File: config.mk
export PLATFORM = sky130hd
export DESIGN_NAME = mbist_top
export DESIGN_NICKNAME = d
export VERILOG_FILES = /design/src/logic/mbist_pkg.sv /design/src/logic/mbist_inst_if.sv /design/src/logic/mbist_top.sv /design/src/logic/mbist_data_gen.sv /design/src/logic/mbist_addr_gen.sv /design/src/logic/mbist_sequencer.sv
export VERILOG_INCLUDE_DIRS = /design/src /design/src/logic
export SDC_FILE = /design/constraint.sdc
export NUM_CORES = 1
export LEC_CHECK = 0
export ABC_CLOCK_PERIOD_IN_PS = 7830
export BUFFER_PORTS_ARGS = -buffer_cell sky130_fd_sc_hd__clkbuf_2
export CAP_MARGIN = 20
export CORE_ASPECT_RATIO = 1.4
export CORE_MARGIN = 8
export CORE_UTILIZATION = 50
export DETAILED_ROUTE_END_ITERATION = 8
export PLACE_DENSITY = 0.65
export REMOVE_ABC_BUFFERS = 1
export SETUP_SLACK_MARGIN = 0.1
export SYNTH_ARGS = -nofsm -noshare
export SYNTH_HDL_FRONTEND = slang
export SYNTH_HIERARCHICAL = 1
export SYNTH_SLANG_ARGS = --single-unit
File: constraint.sdc
create_clock -name clk -period 7.83 [get_ports clk]
set_input_delay 2.349 -clock clk [delete_from_list [all_inputs] [get_ports clk]]
set_output_delay 2.349 -clock clk [all_outputs]
set_load 0.005 [all_outputs]
File: src/logic/mbist_defines.svh
`ifndef MBIST_DEFINES_SVH
`define MBIST_DEFINES_SVH

// array geometry, a 4x4 cell array
`define MBIST_ADDR_X_W      2
`define MBIST_ADDR_Y_W      2
`define MBIST_DATA_W        2
`define MBIST_X_MAX         3
`define MBIST_Y_MAX         3

// microcode store
`define MBIST_INST_NUM      16
`define MBIST_INST_PTR_W    4
`define MBIST_INST_W        22
`define MBIST_RC_W          4
`define MBIST_RC_MAX        15

// instruction word layout, lsb positions counted from bit 0
`define MBIST_OP_LSB        0
`define MBIST_BG_TYPE_LSB   2
`define MBIST_BG_INV_BIT    4
`define MBIST_X_CMD_LSB     5
`define MBIST_Y_CMD_LSB     7
`define MBIST_REG_SEL_BIT   9
`define MBIST_NLC_BIT       10
`define MBIST_RC_CMD_BIT    11
`define MBIST_COND_X_BIT    12
`define MBIST_COND_Y_BIT    13
`define MBIST_COND_RC_BIT   14
`define MBIST_LOOP_BIT      15
`define MBIST_LOOP_INV_BIT  16
`define MBIST_LOOP_REV_BIT  17
`define MBIST_JMP_LSB       18

`endif
File: src/logic/mbist_pkg.sv
`include "mbist_defines.svh"

package mbist_pkg;

    //----------------------------------------------------------------------
    // vector types
    //----------------------------------------------------------------------
    typedef logic [`MBIST_ADDR_X_W-1:0]   t_addr_x;
    typedef logic [`MBIST_ADDR_Y_W-1:0]   t_addr_y;
    typedef logic [`MBIST_DATA_W-1:0]     t_bg_data;
    typedef logic [`MBIST_INST_PTR_W-1:0] t_inst_ptr;
    typedef logic [`MBIST_RC_W-1:0]       t_rpt_cnt;
    typedef logic [`MBIST_INST_W-1:0]     t_inst_word;

    //----------------------------------------------------------------------
    // instruction field encodings
    //----------------------------------------------------------------------
    // memory operation issued for the current step
    typedef enum logic [1:0] {
        NOP   = 2'd0,
        WRITE = 2'd1,
        READ  = 2'd2,
        RMW   = 2'd3
    } t_op_cmd;

    // solid, checkerboard, column stripe, row stripe
    typedef enum logic [1:0] {
        AL = 2'd0,
        CB = 2'd1,
        CS = 2'd2,
        RS = 2'd3
    } t_bg_data_type;

    // chg steps one axis on the wrap of the other
    typedef enum logic [1:0] {
        KEEP = 2'd0,
        INC  = 2'd1,
        DEC  = 2'd2,
        CHG  = 2'd3
    } t_addr_cmd;

    typedef enum logic {
        REG_A = 1'b0,
        REG_B = 1'b1
    } t_addr_reg_sel;

endpackage

File: src/logic/mbist_inst_if.sv
`include "mbist_defines.svh"

interface mbist_inst_if
    import mbist_pkg::*;
();

    // decoded fields of the current word
    t_op_cmd        op;
    t_bg_data_type  bg_type;
    logic           bg_inv;
    t_addr_cmd      x_cmd;
    t_addr_cmd      y_cmd;
    t_addr_reg_sel  reg_sel;
    logic           no_last_count;
    logic           rc_inc;
    logic           cond_x;
    logic           cond_y;
    logic           cond_rc;
    // second pass of a looping word
    logic           loop_active;
    logic           loop_inv_data;
    logic           loop_rev_addr;

    // execute results
    logic           cond_met;
    t_addr_x        addr_x;
    t_addr_y        addr_y;
    t_bg_data       data;

    modport decode (
        output op, bg_type, bg_inv, x_cmd, y_cmd, reg_sel, no_last_count, rc_inc,
        output cond_x, cond_y, cond_rc, loop_active, loop_inv_data, loop_rev_addr,
        input  cond_met
    );

    modport execute (
        input  x_cmd, y_cmd, reg_sel, no_last_count, rc_inc,
        input  cond_x, cond_y, cond_rc, loop_active, loop_rev_addr,
        output cond_met, addr_x, addr_y
    );

    modport result (
        input  bg_type, bg_inv, loop_inv_data, loop_active, addr_x, addr_y,
        output data
    );

endinterface

File: src/logic/mbist_top.sv
`include "mbist_defines.svh"

module mbist_top
    import mbist_pkg::*;
(
    input  logic     clk,
    input  logic     rstn,
    input  logic     i_shift_mode,
    input  logic     i_scan_in,
    output t_op_cmd  o_op_cmd,
    output t_addr_x  o_addr_x,
    output t_addr_y  o_addr_y,
    output t_bg_data o_data
);

    mbist_inst_if inst_if ();

    //----------------------------------------------------------------------
    // decode, execute and result stages
    //----------------------------------------------------------------------
    mbist_sequencer u_sequencer (
        .clk          (clk),
        .rstn         (rstn),
        .i_shift_mode (i_shift_mode),
        .i_scan_in    (i_scan_in),
        .inst         (inst_if.decode)
    );

    mbist_addr_gen u_addr_gen (
        .clk  (clk),
        .rstn (rstn),
        .inst (inst_if.execute)
    );

    mbist_data_gen u_data_gen (
        .clk  (clk),
        .rstn (rstn),
        .inst (inst_if.result)
    );

    // memory side outputs
    assign o_op_cmd = inst_if.op;
    assign o_addr_x = inst_if.addr_x;
    assign o_addr_y = inst_if.addr_y;
    assign o_data   = inst_if.data;

endmodule

File: src/logic/mbist_data_gen.sv
`include "mbist_defines.svh"

module mbist_data_gen
    import mbist_pkg::*;
(
    input  logic         clk,
    input  logic         rstn,
    mbist_inst_if.result inst
);

    t_bg_data r_data;
    t_bg_data next_data;
    logic     toggle;

    // pattern decides when the background flips
    always_comb begin
        case (inst.bg_type)
            AL:      toggle = 1'b0;
            CS:      toggle = inst.addr_y[0];
            RS:      toggle = inst.addr_x[0];
            CB:      toggle = inst.addr_x[0] ^ inst.addr_y[0];
            default: toggle = 1'b0;
        endcase
    end

    always_comb begin
        next_data = toggle ? ~r_data : r_data;
        // loop inversion first, then the word's own inversion
        if (inst.loop_inv_data && inst.loop_active) begin
            next_data = ~next_data;
        end
        if (inst.bg_inv) begin
            next_data = ~next_data;
        end
    end

    always_ff @(posedge clk or negedge rstn) begin
        if (!rstn) begin
            r_data <= '0;
        end else begin
            r_data <= next_data;
        end
    end

    assign inst.data = r_data;

endmodule

File: src/logic/mbist_addr_gen.sv
`include "mbist_defines.svh"

module mbist_addr_gen
    import mbist_pkg::*;
(
    input  logic          clk,
    input  logic          rstn,
    mbist_inst_if.execute inst
);

    t_addr_x  r_addr_ax;
    t_addr_x  r_addr_bx;
    t_addr_y  r_addr_ay;
    t_addr_y  r_addr_by;
    t_rpt_cnt r_rpt_cnt;

    t_addr_x  addr_x;
    t_addr_y  addr_y;
    t_addr_x  next_addr_x;
    t_addr_y  next_addr_y;

    logic     rev_dir;
    logic     x_up_raw;
    logic     x_dn_raw;
    logic     y_up_raw;
    logic     y_dn_raw;
    logic     x_up;
    logic     x_dn;
    logic     y_up;
    logic     y_dn;
    logic     x_carry;
    logic     y_carry;
    logic     rc_carry;
    logic     x_step;
    logic     y_step;
    logic     hold_step;

    // register set in use drives the memory
    assign addr_x = (inst.reg_sel == REG_B) ? r_addr_bx : r_addr_ax;
    assign addr_y = (inst.reg_sel == REG_B) ? r_addr_by : r_addr_ay;

    //----------------------------------------------------------------------
    // step direction per axis
    //----------------------------------------------------------------------
    // chg borrows its direction from the other axis
    assign x_up_raw = (inst.x_cmd == INC) || (inst.x_cmd == CHG && inst.y_cmd == INC);
    assign x_dn_raw = (inst.x_cmd == DEC) || (inst.x_cmd == CHG && inst.y_cmd == DEC);
    assign y_up_raw = (inst.y_cmd == INC) || (inst.y_cmd == CHG && inst.x_cmd == INC);
    assign y_dn_raw = (inst.y_cmd == DEC) || (inst.y_cmd == CHG && inst.x_cmd == DEC);

    // second pass may walk the array backwards
    assign rev_dir = inst.loop_active & inst.loop_rev_addr;
    assign x_up    = rev_dir ? x_dn_raw : x_up_raw;
    assign x_dn    = rev_dir ? x_up_raw : x_dn_raw;
    assign y_up    = rev_dir ? y_dn_raw : y_up_raw;
    assign y_dn    = rev_dir ? y_up_raw : y_dn_raw;

    //----------------------------------------------------------------------
    // carries and end condition
    //----------------------------------------------------------------------
    assign x_carry  = (x_up && addr_x == t_addr_x'(`MBIST_X_MAX)) || (x_dn && addr_x == '0);
    assign y_carry  = (y_up && addr_y == t_addr_y'(`MBIST_Y_MAX)) || (y_dn && addr_y == '0);
    assign rc_carry = (r_rpt_cnt == t_rpt_cnt'(`MBIST_RC_MAX));

    assign inst.cond_met = (!inst.cond_x  || x_carry) &&
                           (!inst.cond_y  || y_carry) &&
                           (!inst.cond_rc || rc_carry);

    //----------------------------------------------------------------------
    // next address
    //----------------------------------------------------------------------
    assign x_step    = (inst.x_cmd == INC) || (inst.x_cmd == DEC) ||
                       (inst.x_cmd == CHG && y_carry);
    assign y_step    = (inst.y_cmd == INC) || (inst.y_cmd == DEC) ||
                       (inst.y_cmd == CHG && x_carry);
    // parks the address on its last value when the word ends
    assign hold_step = inst.no_last_count & inst.cond_met;

    always_comb begin
        next_addr_x = addr_x;
        next_addr_y = addr_y;
        if (x_step && !hold_step) begin
            if (x_up) begin
                next_addr_x = addr_x + 1'b1;
            end else if (x_dn) begin
                next_addr_x = addr_x - 1'b1;
            end
        end
        if (y_step && !hold_step) begin
            if (y_up) begin
                next_addr_y = addr_y + 1'b1;
            end else if (y_dn) begin
                next_addr_y = addr_y - 1'b1;
            end
        end
    end

    // only the selected set is written back
    always_ff @(posedge clk or negedge rstn) begin
        if (!rstn) begin
            r_addr_ax <= '0;
            r_addr_ay <= '0;
            r_addr_bx <= '0;
            r_addr_by <= '0;
        end else if (inst.reg_sel == REG_B) begin
            r_addr_bx <= next_addr_x;
            r_addr_by <= next_addr_y;
        end else begin
            r_addr_ax <= next_addr_x;
            r_addr_ay <= next_addr_y;
        end
    end

    // repeat counter wraps after its maximum
    always_ff @(posedge clk or negedge rstn) begin
        if (!rstn) begin
            r_rpt_cnt <= '0;
        end else if (inst.rc_inc) begin
            r_rpt_cnt <= r_rpt_cnt + 1'b1;
        end
    end

    assign inst.addr_x = addr_x;
    assign inst.addr_y = addr_y;

endmodule

File: src/logic/mbist_sequencer.sv
`include "mbist_defines.svh"

module mbist_sequencer
    import mbist_pkg::*;
(
    input  logic         clk,
    input  logic         rstn,
    input  logic         i_shift_mode,
    input  logic         i_scan_in,
    mbist_inst_if.decode inst
);

    t_inst_word                 microcode [`MBIST_INST_NUM];
    t_inst_word                 curr_word;
    t_inst_ptr                  r_inst_ptr;
    t_inst_ptr                  next_inst_ptr;
    t_inst_ptr                  jmp_target;
    logic [`MBIST_INST_NUM-1:0] r_loop_flag;
    logic [`MBIST_INST_NUM-1:0] next_loop_flag;
    logic                       loop_en;
    logic                       jmp_en;

    //----------------------------------------------------------------------
    // microcode scan store
    //----------------------------------------------------------------------
    // one long chain: scan in at word 0, msb of each word feeds the next
    always_ff @(posedge clk or negedge rstn) begin
        if (!rstn) begin
            for (int i = 0; i < `MBIST_INST_NUM; i++) begin
                microcode[i] <= '0;
            end
        end else if (i_shift_mode) begin
            microcode[0] <= {microcode[0][`MBIST_INST_W-2:0], i_scan_in};
            for (int i = 1; i < `MBIST_INST_NUM; i++) begin
                microcode[i] <= {microcode[i][`MBIST_INST_W-2:0], microcode[i-1][`MBIST_INST_W-1]};
            end
        end
    end

    // zero word while shifting keeps the datapath idle
    assign curr_word = i_shift_mode ? '0 : microcode[r_inst_ptr];

    //----------------------------------------------------------------------
    // field decode
    //----------------------------------------------------------------------
    assign inst.op            = t_op_cmd'(curr_word[`MBIST_OP_LSB +: 2]);
    assign inst.bg_type       = t_bg_data_type'(curr_word[`MBIST_BG_TYPE_LSB +: 2]);
    assign inst.bg_inv        = curr_word[`MBIST_BG_INV_BIT];
    assign inst.x_cmd         = t_addr_cmd'(curr_word[`MBIST_X_CMD_LSB +: 2]);
    assign inst.y_cmd         = t_addr_cmd'(curr_word[`MBIST_Y_CMD_LSB +: 2]);
    assign inst.reg_sel       = t_addr_reg_sel'(curr_word[`MBIST_REG_SEL_BIT]);
    assign inst.no_last_count = curr_word[`MBIST_NLC_BIT];
    assign inst.rc_inc        = curr_word[`MBIST_RC_CMD_BIT];
    assign inst.cond_x        = curr_word[`MBIST_COND_X_BIT];
    assign inst.cond_y        = curr_word[`MBIST_COND_Y_BIT];
    assign inst.cond_rc       = curr_word[`MBIST_COND_RC_BIT];
    assign inst.loop_inv_data = curr_word[`MBIST_LOOP_INV_BIT];
    assign inst.loop_rev_addr = curr_word[`MBIST_LOOP_REV_BIT];
    assign inst.loop_active   = r_loop_flag[r_inst_ptr];

    assign loop_en    = curr_word[`MBIST_LOOP_BIT];
    assign jmp_target = curr_word[`MBIST_JMP_LSB +: `MBIST_INST_PTR_W];

    //----------------------------------------------------------------------
    // instruction pointer and loop flags
    //----------------------------------------------------------------------
    // first completion of a looping word jumps back, second one falls through
    assign jmp_en = loop_en & inst.cond_met & ~r_loop_flag[r_inst_ptr];

    always_comb begin
        if (jmp_en) begin
            next_inst_ptr = jmp_target;
        end else if (inst.cond_met) begin
            next_inst_ptr = r_inst_ptr + 1'b1;
        end else begin
            next_inst_ptr = r_inst_ptr;
        end
    end

    always_ff @(posedge clk or negedge rstn) begin
        if (!rstn) begin
            r_inst_ptr <= '0;
        end else if (i_shift_mode) begin
            r_inst_ptr <= '0;
        end else begin
            r_inst_ptr <= next_inst_ptr;
        end
    end

    // words already passed lose their flag so a later visit loops again
    always_comb begin
        for (int i = 0; i < `MBIST_INST_NUM; i++) begin
            next_loop_flag[i] = (i < int'(r_inst_ptr)) ? 1'b0 : r_loop_flag[i];
        end
        if (jmp_en) begin
            next_loop_flag[r_inst_ptr] = 1'b1;
        end
    end

    always_ff @(posedge clk or negedge rstn) begin
        if (!rstn) begin
            r_loop_flag <= '0;
        end else begin
            r_loop_flag <= next_loop_flag;
        end
    end

endmodule

* After elaboration in Yosys (flattened, before gate mapping)
Cells that the tools add are included.
** Word-level totals
- Word-level logic and storage cells :: 152
- Flip-flop bits (word level) :: 386
** Cells by class
- Equality and inequality tests :: 12
- $add $sub $neg :: 6
- Muxes and demuxes :: 43
- Reductions and logical operators :: 37
- Bitwise operators :: 11
- Order comparisons :: 18
** Operators with widths (count)
- 22-bit binary-select mux with 4-bit select :: 1
- 22-bit two-way mux :: 3
- 4-bit less-than comparator (first input constant) :: 7
- 2-bit two-way mux :: 11
- 1-bit two-way mux :: 21
- 2-bit equality test (second input constant) :: 8
- 1-bit logical AND :: 16
- 3-bit by 4-bit less-than comparator with 1-bit output (first input constant) :: 4
- 16-bit OR :: 1
- 15-bit two-way mux :: 1
- 1-bit logical OR :: 13
- 4-bit two-way mux :: 3
- 4-bit by 1-bit adder with 4-bit output (second input constant) :: 2
- 1-bit by 4-bit less-than comparator with 1-bit output (first input constant) :: 2
- 2-bit by 4-bit less-than comparator with 1-bit output (first input constant) :: 2
- 2-bit by 1-bit equality test with 1-bit output (second input constant) :: 3
- 2-bit zero test :: 3
- 2-bit NOT :: 3
- 5-bit >= comparator (second input constant) :: 1
- 4-bit by 5-bit less-than comparator with 1-bit output (second input constant) :: 1
- 4-bit NOT with 5-bit output :: 1
- 2-bit by 1-bit adder with 2-bit output (second input constant) :: 2
- 1-bit bitwise AND :: 4
- 1-bit binary-select mux with 4-bit select :: 1
- 9 further kinds :: 13

* Depth between registers and ports, before layout
- Depth in word-level cells :: 18
- Depth in mapped cells :: 18
- Depth with buffers taken out :: 12

* Cells and area by module
The synthesis kept the hierarchy.
** Modules (own cells, without submodules)
- mbist_sequencer :: seq. area each 9308.9 um^2, area an instance 16827.4 um^2, cells an instance 1003, times used 1
- mbist_addr_gen :: seq. area each 300.3 um^2, area an instance 1093.5 um^2, cells an instance 113, times used 1
- mbist_data_gen :: seq. area each 50.0 um^2, area an instance 181.4 um^2, cells an instance 11, times used 1

* Worst setup path after synthesis
Ideal clock, no wire load.
- Kind :: input-to-output
- Start point :: input port i_shift_mode
- End point :: output port o_addr_x[1]
- Stages :: 6
- Setup slack :: 1716 ps
- Path buffers :: 4
- Required time :: 5481 ps
- Arrival time :: 3765 ps
- Cell sequence :: clkbuf_1 -> clkbuf_1 -> clkbuf_1 -> nor2b_1 -> buf_2 -> o21ai_0
** On the way
- Longest elaborated chain between the ends :: 2
** RTL lines
- start, declared :: RTL line mbist_top.sv:8 : input logic i_shift_mode,
- 22-bit two-way mux :: RTL line mbist_sequencer.sv:41 : assign curr_word = i_shift_mode ? '0 : microcode[r_inst_ptr];
- net inst_if.reg_sel :: RTL line mbist_inst_if.sv:13 : t_addr_reg_sel reg_sel;
- 2-bit two-way mux :: RTL line mbist_addr_gen.sv:39 : assign addr_x = (inst.reg_sel == REG_B) ? r_addr_bx : r_addr_ax;
- end, declared :: RTL line mbist_top.sv:11 : output t_addr_x o_addr_x,
The timed path passes the listed nets, and every way through them passes these cells.

* Worst setup path in the final report
- Start point :: input port i_shift_mode
- End point :: output port o_addr_y[1]
** On the way
- Longest elaborated chain between the ends :: 2
** RTL lines
- 22-bit two-way mux :: RTL line mbist_sequencer.sv:41
- net inst_if.reg_sel :: RTL line mbist_inst_if.sv:13
- 2-bit two-way mux :: RTL line mbist_addr_gen.sv:40 : assign addr_y = (inst.reg_sel == REG_B) ? r_addr_by : r_addr_ay;
- end, declared :: RTL line mbist_top.sv:12 : output t_addr_y o_addr_y,
The timed path passes the listed nets, and every way through them passes these cells.

==> impl_results.md <==
* Status: finished, final reports clean
* First-pass GRT wire length at 60300 um
* Area share of the largest cell type after synthesis at 53.4%
* FMAX at 159 MHz
* Total power at 5.63 mW
* Delay-heaviest family, CP: simple AND/OR/NAND/NOR gates
* CTS max path bufs at 3
* Critical path cell sequence: buf_8, nor2b_1, mux2i_1, inv_1, clkbuf_2
* Register area share after synthesis at 53.4%
* Synth cell types at 60
* Share of layout cells above drive strength 1 at 49.7%
* Initial antenna violation count at 0
* Peak VDD IR at 0.200 mV
* Worst path arrival time at 3.94 ns
* Largest net degree at the start of global routing at 172
* # nets final at 1131
* Setup CP Type: in2out
* Total GRT Usage at 18.0%
* Initial Util at 50.7%
* Max incr delay on CP at 0.70 ns
* Crit path buf inv count at 3
* Cell Rows at 82
* Crit start category: input port
* Number of cells on the critical path at 5
* Core area at 35700 um^2
* # setup viols final at 0
* DRC violations left at 0
* Global route overflow at 0
* Finished Core Util at 55.5%
* Die X at 177 um
* Period Utilization, post-route at 80.3%
* Vias in the first global route at 10200
* Mapped Cells at 1127
* ANT cells at 0
* Post-CTS Hold Fix Bufs at 0
* Worst skew pair latency at 0.53 ns
* Worst Tran Pin Value at 0.985 ns
* Hold Fails Final Rpt at 0
* Average size of a mapped cell at 16.1 um^2
* I/O pins at 12
* Die H at 241 um
* FFs w/ async S/R, synth at 100%
* DRT Pass-1 Iters at 4
* Slew headroom at 34.3%
* Antenna violation net count after detailed routing at 0
* Routed wire length at 36800 um
* GPL Wtd Cong at 0.834
* Max Cap Viol at 0
* Reg clk slew, reported paths at 0.06 ns
* Port bufs at 11
* CTS tree: built
* Warnings from Yosys at 6
* CTS Sinks at 386
* CP required at 5.48 ns
* RSZ-0062 raised after global routing: no
* R2R depth at 12
* Vias/cell at 6.00
* WL/cell at 23.0 um
* DP HPWL at 23500 um
* Post-synth EDFFs at 0
* Netlist Area Pre-Place at 18100 um^2
* Post-Route Setup TNS at 0 ns
* #FFs+latches synth at 386
* Critical Path Fanout Max at 69
* Slowest cell on the critical path: nor2b_1
* Dominant cell type by area after synthesis: dfrtp_1
* Vias at 9607
* Hold Crit Depth at 1
* Worst hold path type: reg2reg
* H-Tree Depth at 2
* Ys flop type: dfrtp_1
* Root buf cell: clkbuf_16
* P per Cell Area at 284 nW/um^2
* Leak at 9.33 nW
* Crit end category: primary output
* Setup Fix Bufs, Post-CTS at 0
* Area growth, synth to finish at 9.50%
* Clock skew at 0.0102 ns
* Initial DRC Count at 647
* Crit path time final at 6.29 ns
* TritonCTS Buffers at 39
* Max-slew violation count at 0
* Full die area at 42600 um^2
* # resized after CTS at 0
* Top cells by area, synth: dfrtp_1, mux2_2, mux4_2, mux4_1, clkbuf_1
registers in the layout, summed over array words and instances (netlist names):
signal,flops
u_sequencer/r_loop_flag,16
u_addr_gen/r_addr_bx,2
u_addr_gen/r_addr_ay,2
u_sequencer/microcode,352
u_sequencer/r_inst_ptr,4
u_addr_gen/r_addr_ax,2
u_data_gen/inst.data,2
u_addr_gen/r_addr_by,2
u_addr_gen/r_rpt_cnt,4
synth_stat cells (all sizes together), types with 2 or more instances:
master / number
mux2: 356
or4b: 3
xor2: 8
mux2i: 8
a32o: 6
and3: 3
a22o: 5
buf: 25
xnor2: 3
o211ai: 5
nor4: 3
and2: 5
nor2b: 20
a21bo: 2
a211oi: 8
a21o: 2
a31oi: 2
mux4: 112
nor2: 6
clkbuf: 53
nand2b: 2
nand3: 9
a31o: 5
xnor3: 2
ha: 15
dfrtp: 386
o21ai: 4
a221oi: 3
inv: 21
a2111oi: 4
a22oi: 2
a21oi: 8
nand2: 15
o221a: 4
layer usage:
metal / vias up / GRT usage [%] / share of wire (%)
li1: 4244 / - / -
met1: 5145 / 23.2 / 42
met3: 68 / 2.47 / 2.8
met5: - / 0 / 0
met4: 0 / 6.82 / 3.4
met2: 150 / 30.8 / 51
cell type report:
class	instances	area, um^2
Inverter	21	78.8
Multi-Input combinational cell	642	8000
Clock buffer	60	1220
Timing Repair Buffer	22	208
Clock inverter	9	76.3
Sequential cell	386	9670
Tap cell	462	578
Fill cell	2839	15900
placed cells by master, fill, tap and decap left out, drive strengths merged, types with 6 or more instances in the layout:
cell,n
a21oi,8
inv,22
ha,15
clkinv,6
a211oi,8
buf,13
nand2,15
nor2,6
dfrtp,386
mux4,112
a32o,6
mux2,356
nor2b,20
nand3,9
mux2i,8
xor2,8
clkbuf,69
logic make-up (layout without fill, tap and decap cells):
family,Yosys count,count (layout),share of synthesized area [%]
AOI/OAI and AO/OA,66,66,3.30
xor gates and xnor gates,13,13,0.781
DFF,386,386,53.4
adders and majority gates,15,15,1.04
muxes,476,476,36.8
buffers and inverters,99,112,2.47
and+or+nand+nor,72,72,2.31
final timing paths:
path                                              from                           to  slack [ns]
max                                       i_shift_mode                  o_addr_y[1]        1.54
min                        u_sequencer/r_loop_flag[15]  u_sequencer/r_loop_flag[15]        0.46
max reg2reg                  u_sequencer/r_inst_ptr[0]   u_sequencer/r_loop_flag[7]        2.51
min reg2reg                u_sequencer/r_loop_flag[15]  u_sequencer/r_loop_flag[15]        0.46
max in group asynchronous                         rstn   u_sequencer/microcode[264]        4.50
min in group asynchronous                         rstn   u_sequencer/microcode[140]        1.86
stage by stage:
step | hold slack [ns] | worst slack [ns] | instance area (um^2) | instances
2_1_floorplan | 0.433 | 0.183 | 17700 | 1049
3_3_place_gp | 0.446 | 1.61 | 18500 | 1533
3_5_place_dp | 0.453 | 1.59 | 18500 | 1533
4_1_cts | 0.467 | 1.58 | 19800 | 1602
5_1_grt | 0.488 | 1.42 | 19800 | 1602
6_report | 0.463 | 1.54 | 19800 | 1602
worst register-to-register path, cell delays in order (launching register included):
cell and delay (ns):
dfrtp_4 0.92, mux4_2 0.63, mux4_2 0.49, nor2b_1 0.29, o21ai_0 0.44, ha_1 0.27, a21bo_2 0.23, o221a_2 0.28
a221oi_4 0.27, buf_4 0.24, nand2b_1 0.20, nor3_2 0.71, a32o_1 0.28
report_power, final:
group,switching (mW),internal (mW)
Clock,0.763,1.10
Sequential,0.207,2.12
Combinational,0.740,0.694
Total,1.71,3.92
Note: power is estimated with default switching activity, not from simulation.
